## config.mk

```make
export PLATFORM = sky130hd
export DESIGN_NAME = msx_glue_top
export DESIGN_NICKNAME = d
export VERILOG_FILES = /design/src/source/msx_glue_pkg.sv /design/src/source/host_ctrl_if.sv /design/src/source/msx_glue_top.sv /design/src/source/video_options.sv /design/src/source/cassette_control.sv /design/src/source/sd_card_select.sv /design/src/source/host_status_decode.sv
export SDC_FILE = /design/constraint.sdc
export NUM_CORES = 1
export LEC_CHECK = 0
export BUFFER_PORTS_ARGS = -buffer_cell sky130_fd_sc_hd__clkbuf_2
export CAP_MARGIN = 20
export CELL_PAD_IN_SITES_DETAIL_PLACEMENT = 1
export CELL_PAD_IN_SITES_GLOBAL_PLACEMENT = 2
export CORE_ASPECT_RATIO = 0.7
export CORE_UTILIZATION = 18
export DETAILED_ROUTE_END_ITERATION = 16
export PLACE_DENSITY_LB_ADDON = 0.1
export SLEW_MARGIN = 10
export SYNTH_ARGS = -nofsm -noshare
export SYNTH_HDL_FRONTEND = slang
export SYNTH_SLANG_ARGS = --single-unit
```

## constraint.sdc

```tcl
create_clock -name clock_bus -period 2.6 [get_ports clock_bus]
set_input_delay 0.13 -clock clock_bus [delete_from_list [all_inputs] [get_ports clock_bus]]
set_output_delay 0.13 -clock clock_bus [all_outputs]
set_load 0.05 [all_outputs]
```

## src/source/msx_glue_pkg.sv

```systemverilog
// Status bit map, field widths, option enums and shared constants of the glue logic
package msx_glue_pkg;

   // ======================================================================
   // Host status word
   // ======================================================================
   localparam int STATUS_W = 64;
   typedef logic [STATUS_W-1:0] status_t;

   localparam int STAT_RESET             = 0;
   localparam int STAT_ASPECT_LO         = 1;
   localparam int STAT_SCALE_LO          = 3;
   localparam int STAT_TAPE_REWIND       = 9;
   localparam int STAT_DETACH            = 10;
   localparam int STAT_RESET_AFTER_MOUNT = 12;
   localparam int STAT_RESET_CLOSE       = 21;
   localparam int STAT_TAPE_SRC          = 40;

   // ======================================================================
   // Option codes and widths
   // ======================================================================
   localparam int ASPECT_W = 2;
   localparam int SCALE_W  = 3;

   typedef enum logic [ASPECT_W-1:0] {
      ASPECT_ORIGINAL, ASPECT_FULL, ASPECT_ARC1, ASPECT_ARC2
   } aspect_e;

   // Codes 5..7 are unused by the menu
   typedef enum logic [SCALE_W-1:0] {
      SCALE_NONE, SCALE_HQ2X, SCALE_CRT25, SCALE_CRT50, SCALE_CRT75
   } scale_e;

   typedef enum logic {TAPE_FILE, TAPE_ADC} tape_src_e;

   localparam int RATIO_W       = 12;
   localparam int HDMI_DIM_W    = 12;
   localparam int DDR3_ADDR_W   = 28;
   localparam int VDNUM         = 7;
   localparam int IOCTL_INDEX_W = 16;
   // Menu file slot sits in the low bits of the download index
   localparam int FILE_SLOT_W   = 6;

   typedef logic [RATIO_W-1:0]     ratio_t;
   typedef logic [DDR3_ADDR_W-1:0] ddr3_addr_t;
   typedef logic [VDNUM-1:0]       img_vec_t;

   // ======================================================================
   // Constants
   // ======================================================================
   localparam int SD_SLOT          = 4;
   localparam int CAS_IOCTL_INDEX  = 5;
   localparam int ACT_HOLD_DEFAULT = 1000000;
   localparam int HDMI_1080_W      = 1920;
   localparam int HDMI_1080_H      = 1080;
   localparam int CROP_1080        = 216;
   localparam int ARX_ORIGINAL     = 4;
   localparam int ARY_ORIGINAL     = 3;

endpackage
```

## src/source/host_ctrl_if.sv

```systemverilog
// Decoded host controls passed from the status decoder to the glue blocks
`timescale 1ns/1ps

interface host_ctrl_if;
   import msx_glue_pkg::*;

   logic      core_reset;
   aspect_e   aspect;
   scale_e    scale;
   tape_src_e tape_src;
   logic      rewind_req;
   // One clock per SD image mount
   logic      sd_mount;
   logic      cas_download;

   modport decode (
      output core_reset, aspect, scale, tape_src, rewind_req, sd_mount, cas_download
   );

   modport sd (input sd_mount);

   modport cassette (input core_reset, tape_src, rewind_req, cas_download);

   modport video (input aspect, scale);

endinterface

```

## src/source/msx_glue_top.sv

```systemverilog
// Top level of the MSX glue logic joining decoder, SD select, cassette and video blocks
`timescale 1ns/1ps

module msx_glue_top #(
   parameter int act_hold = msx_glue_pkg::ACT_HOLD_DEFAULT
) (
   input  logic                                   clock_bus,
   input  logic                                   arst_n,
   // Host side
   input  msx_glue_pkg::status_t                  status,
   input  logic                                   upload_reset,
   input  msx_glue_pkg::img_vec_t                 img_mounted,
   input  logic                                   ioctl_download,
   input  logic [msx_glue_pkg::IOCTL_INDEX_W-1:0] ioctl_index,
   output logic                                   hard_reset,
   output logic                                   core_reset,
   // SD card
   input  logic                                   img_size_nonzero,
   input  logic                                   spi_sck,
   input  logic                                   spi_mosi,
   input  logic                                   sd_miso,
   input  logic                                   vsd_miso,
   output logic                                   core_miso,
   output logic                                   sd_cs,
   output logic                                   sd_sck,
   output logic                                   sd_mosi,
   output logic                                   led_user,
   output logic                                   led_disk_act,
   // Cassette and DDR3 read port
   input  logic                                   motor,
   input  logic                                   cas_dout,
   input  logic                                   adc_dout,
   input  logic                                   adc_active,
   input  logic                                   dl_request,
   input  msx_glue_pkg::ddr3_addr_t               dl_addr,
   input  logic                                   dl_rd,
   input  msx_glue_pkg::ddr3_addr_t               cas_addr,
   input  logic                                   cas_rd,
   output logic                                   play,
   output logic                                   rewind,
   output logic                                   tape_in,
   output msx_glue_pkg::ddr3_addr_t               ddr3_addr,
   output logic                                   ddr3_rd,
   // Video
   input  logic                                   forced_scandoubler,
   input  logic [msx_glue_pkg::HDMI_DIM_W-1:0]    hdmi_width,
   input  logic [msx_glue_pkg::HDMI_DIM_W-1:0]    hdmi_height,
   output logic [1:0]                             vga_sl,
   output logic                                   scandoubler,
   output logic                                   hq2x,
   output msx_glue_pkg::ratio_t                   arx,
   output msx_glue_pkg::ratio_t                   ary,
   output msx_glue_pkg::ratio_t                   crop_size
);

   host_ctrl_if host_ctrl ();

   assign core_reset = host_ctrl.core_reset;

   host_status_decode host_status_decode_i (
      .clock_bus      (clock_bus),
      .arst_n         (arst_n),
      .status         (status),
      .upload_reset   (upload_reset),
      .img_mounted    (img_mounted),
      .ioctl_download (ioctl_download),
      .ioctl_index    (ioctl_index),
      .hard_reset     (hard_reset),
      .host           (host_ctrl.decode)
   );

   sd_card_select #(.act_hold(act_hold)) sd_card_select_i (
      .clock_bus        (clock_bus),
      .arst_n           (arst_n),
      .host             (host_ctrl.sd),
      .img_size_nonzero (img_size_nonzero),
      .spi_sck          (spi_sck),
      .spi_mosi         (spi_mosi),
      .sd_miso          (sd_miso),
      .vsd_miso         (vsd_miso),
      .core_miso        (core_miso),
      .sd_cs            (sd_cs),
      .sd_sck           (sd_sck),
      .sd_mosi          (sd_mosi),
      .led_user         (led_user),
      .led_disk_act     (led_disk_act)
   );

   cassette_control cassette_control_i (
      .clock_bus  (clock_bus),
      .arst_n     (arst_n),
      .host       (host_ctrl.cassette),
      .motor      (motor),
      .cas_dout   (cas_dout),
      .adc_dout   (adc_dout),
      .adc_active (adc_active),
      .dl_request (dl_request),
      .dl_addr    (dl_addr),
      .dl_rd      (dl_rd),
      .cas_addr   (cas_addr),
      .cas_rd     (cas_rd),
      .play       (play),
      .rewind     (rewind),
      .tape_in    (tape_in),
      .ddr3_addr  (ddr3_addr),
      .ddr3_rd    (ddr3_rd)
   );

   video_options video_options_i (
      .clock_bus          (clock_bus),
      .arst_n             (arst_n),
      .host               (host_ctrl.video),
      .forced_scandoubler (forced_scandoubler),
      .hdmi_width         (hdmi_width),
      .hdmi_height        (hdmi_height),
      .vga_sl             (vga_sl),
      .scandoubler        (scandoubler),
      .hq2x               (hq2x),
      .arx                (arx),
      .ary                (ary),
      .crop_size          (crop_size)
   );

endmodule

```

## src/source/video_options.sv

```systemverilog
// Scaler settings, aspect ratio and 1080p crop derived from the video options
`timescale 1ns/1ps

module video_options (
   input  logic                                clock_bus,
   input  logic                                arst_n,
   host_ctrl_if.video                          host,
   input  logic                                forced_scandoubler,
   input  logic [msx_glue_pkg::HDMI_DIM_W-1:0] hdmi_width,
   input  logic [msx_glue_pkg::HDMI_DIM_W-1:0] hdmi_height,
   output logic [1:0]                          vga_sl,
   output logic                                scandoubler,
   output logic                                hq2x,
   output msx_glue_pkg::ratio_t                arx,
   output msx_glue_pkg::ratio_t                ary,
   output msx_glue_pkg::ratio_t                crop_size
);
   import msx_glue_pkg::*;

   logic [SCALE_W-1:0] sl_full;
   logic               sd_next;
   logic               crop_next;

   // CRT levels map to scanline codes 1..3
   assign sl_full = (host.scale == SCALE_NONE) ? '0 : SCALE_W'(host.scale) - SCALE_W'(1);
   assign sd_next = forced_scandoubler | (host.scale != SCALE_NONE);

   // Crop only for a native 1080p output without scandoubler
   assign crop_next = (hdmi_width == HDMI_DIM_W'(HDMI_1080_W)) &&
                      (hdmi_height == HDMI_DIM_W'(HDMI_1080_H)) && !sd_next;

   always_ff @(posedge clock_bus or negedge arst_n) begin
      if (!arst_n) begin
         vga_sl      <= '0;
         scandoubler <= 1'b0;
         hq2x        <= 1'b0;
         arx         <= '0;
         ary         <= '0;
         crop_size   <= '0;
      end else begin
         vga_sl      <= sl_full[1:0];
         scandoubler <= sd_next;
         hq2x        <= host.scale == SCALE_HQ2X;
         if (host.aspect == ASPECT_ORIGINAL) begin
            arx <= ratio_t'(ARX_ORIGINAL);
            ary <= ratio_t'(ARY_ORIGINAL);
         end else begin
            // Scaler reads ARY zero as a preset index in ARX
            arx <= ratio_t'(host.aspect) - ratio_t'(1);
            ary <= '0;
         end
         crop_size   <= crop_next ? ratio_t'(CROP_1080) : '0;
      end
   end

endmodule

```

## src/source/cassette_control.sv

```systemverilog
// Cassette load latch, player controls, tape input choice and DDR3 read port grant
`timescale 1ns/1ps

module cassette_control (
   input  logic                     clock_bus,
   input  logic                     arst_n,
   host_ctrl_if.cassette            host,
   input  logic                     motor,
   input  logic                     cas_dout,
   input  logic                     adc_dout,
   input  logic                     adc_active,
   input  logic                     dl_request,
   input  msx_glue_pkg::ddr3_addr_t dl_addr,
   input  logic                     dl_rd,
   input  msx_glue_pkg::ddr3_addr_t cas_addr,
   input  logic                     cas_rd,
   output logic                     play,
   output logic                     rewind,
   output logic                     tape_in,
   output msx_glue_pkg::ddr3_addr_t ddr3_addr,
   output logic                     ddr3_rd
);
   import msx_glue_pkg::*;

   logic cas_download_last;
   logic cas_load;

   // ======================================================================
   // Load latch
   // ======================================================================
   // Set at the end of a cassette file download, kept until board reset
   always_ff @(posedge clock_bus or negedge arst_n) begin
      if (!arst_n) begin
         cas_download_last <= 1'b0;
         cas_load          <= 1'b0;
      end else begin
         cas_download_last <= host.cas_download;
         if (cas_download_last & ~host.cas_download) begin
            cas_load <= 1'b1;
         end
      end
   end

   // Player runs while the machine has the motor relay off
   assign play   = cas_load & ~motor;
   assign rewind = host.rewind_req | host.cas_download | host.core_reset;

   // ADC sample only counts while the converter sees a signal
   assign tape_in = (host.tape_src == TAPE_FILE) ? cas_dout : (adc_dout & adc_active);

   // ======================================================================
   // DDR3 read port
   // ======================================================================
   // ROM download has priority over the tape player
   assign ddr3_addr = dl_request ? dl_addr : cas_addr;
   assign ddr3_rd   = dl_request ? dl_rd : cas_rd;

endmodule

```

## src/source/sd_card_select.sv

```systemverilog
// Virtual or physical SD card select, SPI routing and disk activity LEDs
`timescale 1ns/1ps

module sd_card_select #(
   parameter int act_hold = msx_glue_pkg::ACT_HOLD_DEFAULT
) (
   input  logic    clock_bus,
   input  logic    arst_n,
   host_ctrl_if.sd host,
   input  logic    img_size_nonzero,
   input  logic    spi_sck,
   input  logic    spi_mosi,
   input  logic    sd_miso,
   input  logic    vsd_miso,
   output logic    core_miso,
   output logic    sd_cs,
   output logic    sd_sck,
   output logic    sd_mosi,
   output logic    led_user,
   output logic    led_disk_act
);
   localparam int TIMER_W = $clog2(act_hold + 1);

   logic               vsd_sel;
   logic               primed;
   logic               mosi_last;
   logic               miso_last;
   logic               spi_change;
   logic [TIMER_W-1:0] act_timer;
   logic               sd_act;

   // Card choice follows the size of the last mounted image
   always_ff @(posedge clock_bus or negedge arst_n) begin
      if (!arst_n) begin
         vsd_sel <= 1'b0;
      end else if (host.sd_mount) begin
         vsd_sel <= img_size_nonzero;
      end
   end

   // ======================================================================
   // SPI routing
   // ======================================================================
   assign sd_cs     = vsd_sel;
   assign sd_sck    = spi_sck & ~vsd_sel;
   assign sd_mosi   = spi_mosi & ~vsd_sel;
   assign core_miso = vsd_sel ? vsd_miso : sd_miso;

   // ======================================================================
   // Activity timer
   // ======================================================================
   // First clock after reset only loads the line history
   assign spi_change = primed & ((mosi_last ^ spi_mosi) | (miso_last ^ core_miso));

   always_ff @(posedge clock_bus or negedge arst_n) begin
      if (!arst_n) begin
         primed    <= 1'b0;
         mosi_last <= 1'b0;
         miso_last <= 1'b0;
         act_timer <= TIMER_W'(act_hold);
      end else begin
         primed    <= 1'b1;
         mosi_last <= spi_mosi;
         miso_last <= core_miso;
         if (spi_change) begin
            act_timer <= '0;
         end else if (act_timer < TIMER_W'(act_hold)) begin
            act_timer <= act_timer + 1'b1;
         end
      end
   end

   assign sd_act       = act_timer < TIMER_W'(act_hold);
   assign led_user     = vsd_sel & sd_act;
   assign led_disk_act = ~vsd_sel & sd_act;

endmodule

```

## src/source/host_status_decode.sv

```systemverilog
// Host status decoder with registered option fields, mount pulse and reset composition
`timescale 1ns/1ps

module host_status_decode (
   input  logic                                   clock_bus,
   input  logic                                   arst_n,
   input  msx_glue_pkg::status_t                  status,
   input  logic                                   upload_reset,
   input  msx_glue_pkg::img_vec_t                 img_mounted,
   input  logic                                   ioctl_download,
   input  logic [msx_glue_pkg::IOCTL_INDEX_W-1:0] ioctl_index,
   output logic                                   hard_reset,
   host_ctrl_if.decode                            host
);
   import msx_glue_pkg::*;

   logic mount_last;
   logic mount_edge;
   logic is_cas;
   logic hard_next;
   logic core_next;

   // Rising edge of the SD image mount strobe
   assign mount_edge = img_mounted[SD_SLOT] & ~mount_last;

   assign is_cas = ioctl_download &
                   (ioctl_index[FILE_SLOT_W-1:0] == FILE_SLOT_W'(CAS_IOCTL_INDEX));

   // ======================================================================
   // Reset composition
   // ======================================================================
   assign hard_next = status[STAT_RESET] | upload_reset;

   assign core_next = hard_next
                    | status[STAT_DETACH]
                    | status[STAT_RESET_CLOSE]
                    | (status[STAT_RESET_AFTER_MOUNT] & mount_edge);

   always_ff @(posedge clock_bus or negedge arst_n) begin
      if (!arst_n) begin
         // Both resets held while the board reset is asserted
         hard_reset        <= 1'b1;
         host.core_reset   <= 1'b1;
         mount_last        <= 1'b0;
         host.sd_mount     <= 1'b0;
         host.cas_download <= 1'b0;
         host.rewind_req   <= 1'b0;
         host.aspect       <= ASPECT_ORIGINAL;
         host.scale        <= SCALE_NONE;
         host.tape_src     <= TAPE_FILE;
      end else begin
         hard_reset        <= hard_next;
         host.core_reset   <= core_next;
         mount_last        <= img_mounted[SD_SLOT];
         host.sd_mount     <= mount_edge;
         host.cas_download <= is_cas;
         host.rewind_req   <= status[STAT_TAPE_REWIND];
         host.aspect       <= aspect_e'(status[STAT_ASPECT_LO +: ASPECT_W]);
         host.scale        <= scale_e'(status[STAT_SCALE_LO +: SCALE_W]);
         host.tape_src     <= tape_src_e'(status[STAT_TAPE_SRC]);
      end
   end

endmodule

```

==> flow_summary.toml <==
[logic_synthesis]
synthAdderAreaFrac = 0.004778
synth_top_family_by_area = "simple AND/OR/NAND/NOR gates"
syn_avg_cell_area_um2 = 10.48
synth_mux_area_frac = 0.1371
ys_seq_area_frac = 0.4534
yosys.area_share.simple = 0.1806
synth_ff_type = "dfrtp_1"
synth_edf_count = 0
synth_compound_area_frac = 0.09412
async_flop_share = 1.000
syn_area_mm2 = 0.002619
netlist_instances = 250
synth_xor_xnor_area_share = 0.01003
ys.warnings.count = 0
synth.distinct_cells = 45
ys_ff_latch = 47

[critical_path]
setup.worst_path.end_class = "output port"
rrSetupSlack_ns = 0.57
crit_required_ns = 2.47
r2r-end = "sd_card_select_i.act_timer[18]"
reg2reg_from = "sd_card_select_i.act_timer[0]"
critical_path_class = "flop to output port"
cp-start-kind = "flop"
r2r_cells = 5
critical_path_arrival_ns = 2.02
path_max_fanout = 17

[power_and_ir_drop]
power_density_mw_per_mm2 = 582.8
finalPower_w = 0.002253
peakVddDrop_mv = 0.2261
p_leak_nw = 1.843

[min_path]
holdPathStages = 2
worstHoldStart = "ioctl_index[1]"
holdPathEnd = "host_status_decode_i.host.cas_download"
hold_class = "primary input to flop"

[timing]
grt_setup_unrepaired = "false"
tns_ns = 0
slew_viol_final = 0
min_period_ns = 2.150
final_hold_viol_count = 0
fmax_mhz = 465.1
setup_violations = 0
whs_ns = 0.01918
post-route-period-util = 0.8270
clock_skew_ns = 0.008802
relSlewSlack = 0.5143
tightestPinTransition_ns = 0.7285

[global_routing]
grt_pass1_vias = 2490
grt_pass1_wl_um = 12810
grt_max_degree = 30
overflow = 0
antenna_found_initial = 0
grt_use_total = 0.1096

[floorplan]
coreArea_mm2 = 0.01405
start_util = 0.1863
fp.dieW_um = 146.2
die_h_um = 102.9
num_io_pins = 264
rows = 36
dieArea_mm2 = 0.01504

[finish]
fin_area_mm2 = 0.003866
drive_gt1_frac = 0.5550
area_growth_pct = 47.64
final_cell_mix = "clkbuf_2 (176), dfrtp_1 (38), mux2_2 (31), conb_1 (20), a21oi_1 (15)"
nets = 611
final_common_cell = "clkbuf_2"
n_antenna_cell = 0

[detailed_routing]
wirelength_um = 8587
wl_per_cell_um = 13.92
ant_nets = 0
post-route-drc-count = 0
viasPerCell = 3.964
drtPass1Iterations = 4
drtIter0Drc = 51
via_count = 2446

[clock_network]
clkSinkCount = 47
numCtsBuffers = 5
ctsResizeCount = 0
clock_latency_ns = 0.29
cts-root-buf = "clkbuf_16"
clkTransAtPathRegs_ns = 0.07
cts_tree = "built"
clk_path_buf_depth = 2
h-tree-depth = 2

[placed_design]
placed_area_mm2 = 0.003577
gp_congestion = 0.6807
portBuffers = 176
dp_hpwl_um = 7130

[flow_run]
cap_violations = 0

[run_status]
status = "finished clean"
Yosys cell counts (3+ instances only):
cell type | n | area share
nor2_1 | 11 | 0.016
clkbuf_1 | 3 | 0.0043
nand4_1 | 4 | 0.0096
buf_4 | 32 | 0.092
or3_1 | 10 | 0.024
a31oi_1 | 3 | 0.0072
o21ai_0 | 10 | 0.019
inv_1 | 8 | 0.011
mux2_2 | 31 | 0.13
dfrtp_1 | 38 | 0.36
nor2b_1 | 6 | 0.014
nand2_1 | 11 | 0.016
o31ai_1 | 9 | 0.026
dfstp_2 | 9 | 0.090
or4_1 | 8 | 0.023
a21oi_1 | 15 | 0.029
nand3_1 | 5 | 0.0096
critical path, stage by stage, from the launching register on:
cell and delay, ns:
dfstp_2 0.58, o31ai_1 0.11, a311oi_2 0.43, buf_4 0.29, nor2b_1 0.07, clkbuf_2 0.24
power breakdown:
| part | internal, W | switching, W |
|---|---|---|
| Combinational | 0.000188 | 0.000423 |
| Sequential | 0.000774 | 0.0000366 |
| Clock | 0.000552 | 0.000280 |
layout make-up:
cell class / count / area [µm²]
fillers: 1697 / 10190
multi-input cells: 174 / 1199
flip-flops and latches: 47 / 1187
repair buffers: 190 / 1023
well taps: 190 / 237.7
clock buffers: 6 / 128.9
clock inverters: 2 / 60.06
inverters: 8 / 30.03
metal layers:
metal	up-vias	wire [µm]	track usage
li1	1200	-	-
met1	1170	3774	0.1419
met2	66	4294	0.1802
met3	10	423	0.03319
met4	0	95	0.02644
met5	-	0	0
through the flow:
stage,instances,worst slack [ns],utilization
floorplan,268,0.5384,-
global placement,599,0.6126,0.2545
detailed placement,599,0.5361,0.2545
CTS,617,0.4071,0.2751
global route,617,0.2940,0.2751
finish,617,0.4498,0.2751
logic make-up (layout without fill, tap and decap cells):
group | Yosys count | in the layout
AND/OR/NAND/NOR | 77 | 77
multiplexers | 32 | 32
AO/OA/AOI/OAI | 41 | 41
XOR/XNOR | 3 | 3
buffers and inverters | 47 | 206
other | 2 | 20
adder cells (fa/ha/maj) | 1 | 1
flip-flops | 47 | 47
registers in the layout, indices dropped and copies added, names as in the netlist, 2 cells and up:
name and flops:
sd_card_select_i.act_timer 20, video_options_i.arx 3, host_status_decode_i.host.aspect 2, host_status_decode_i.host.scale 3
video_options_i.vga_sl 2
timing repair:
action | 4_1_cts | 5_1_grt
hold endpoints to repair | 30 | 0
buffers inserted | 0 | 0
hold buffers | 10 | 0
worst max path at each step:
stage | cells past startpoint | start | to
2_1_floorplan | 5 | sd_card_select_i.sd_cs | sd_card_select_i.act_timer[0]
3_3_place_gp | 5 | sd_card_select_i.act_timer[8] | sd_card_select_i.act_timer[6]
3_5_place_dp | 5 | sd_card_select_i.act_timer[0] | sd_card_select_i.act_timer[18]
4_1_cts | 5 | sd_card_select_i.act_timer[6] | led_user
5_1_grt | 5 | sd_card_select_i.act_timer[6] | led_user
6_report | 5 | sd_card_select_i.act_timer[6] | led_user
Note: power is estimated with default switching activity, not from simulation.
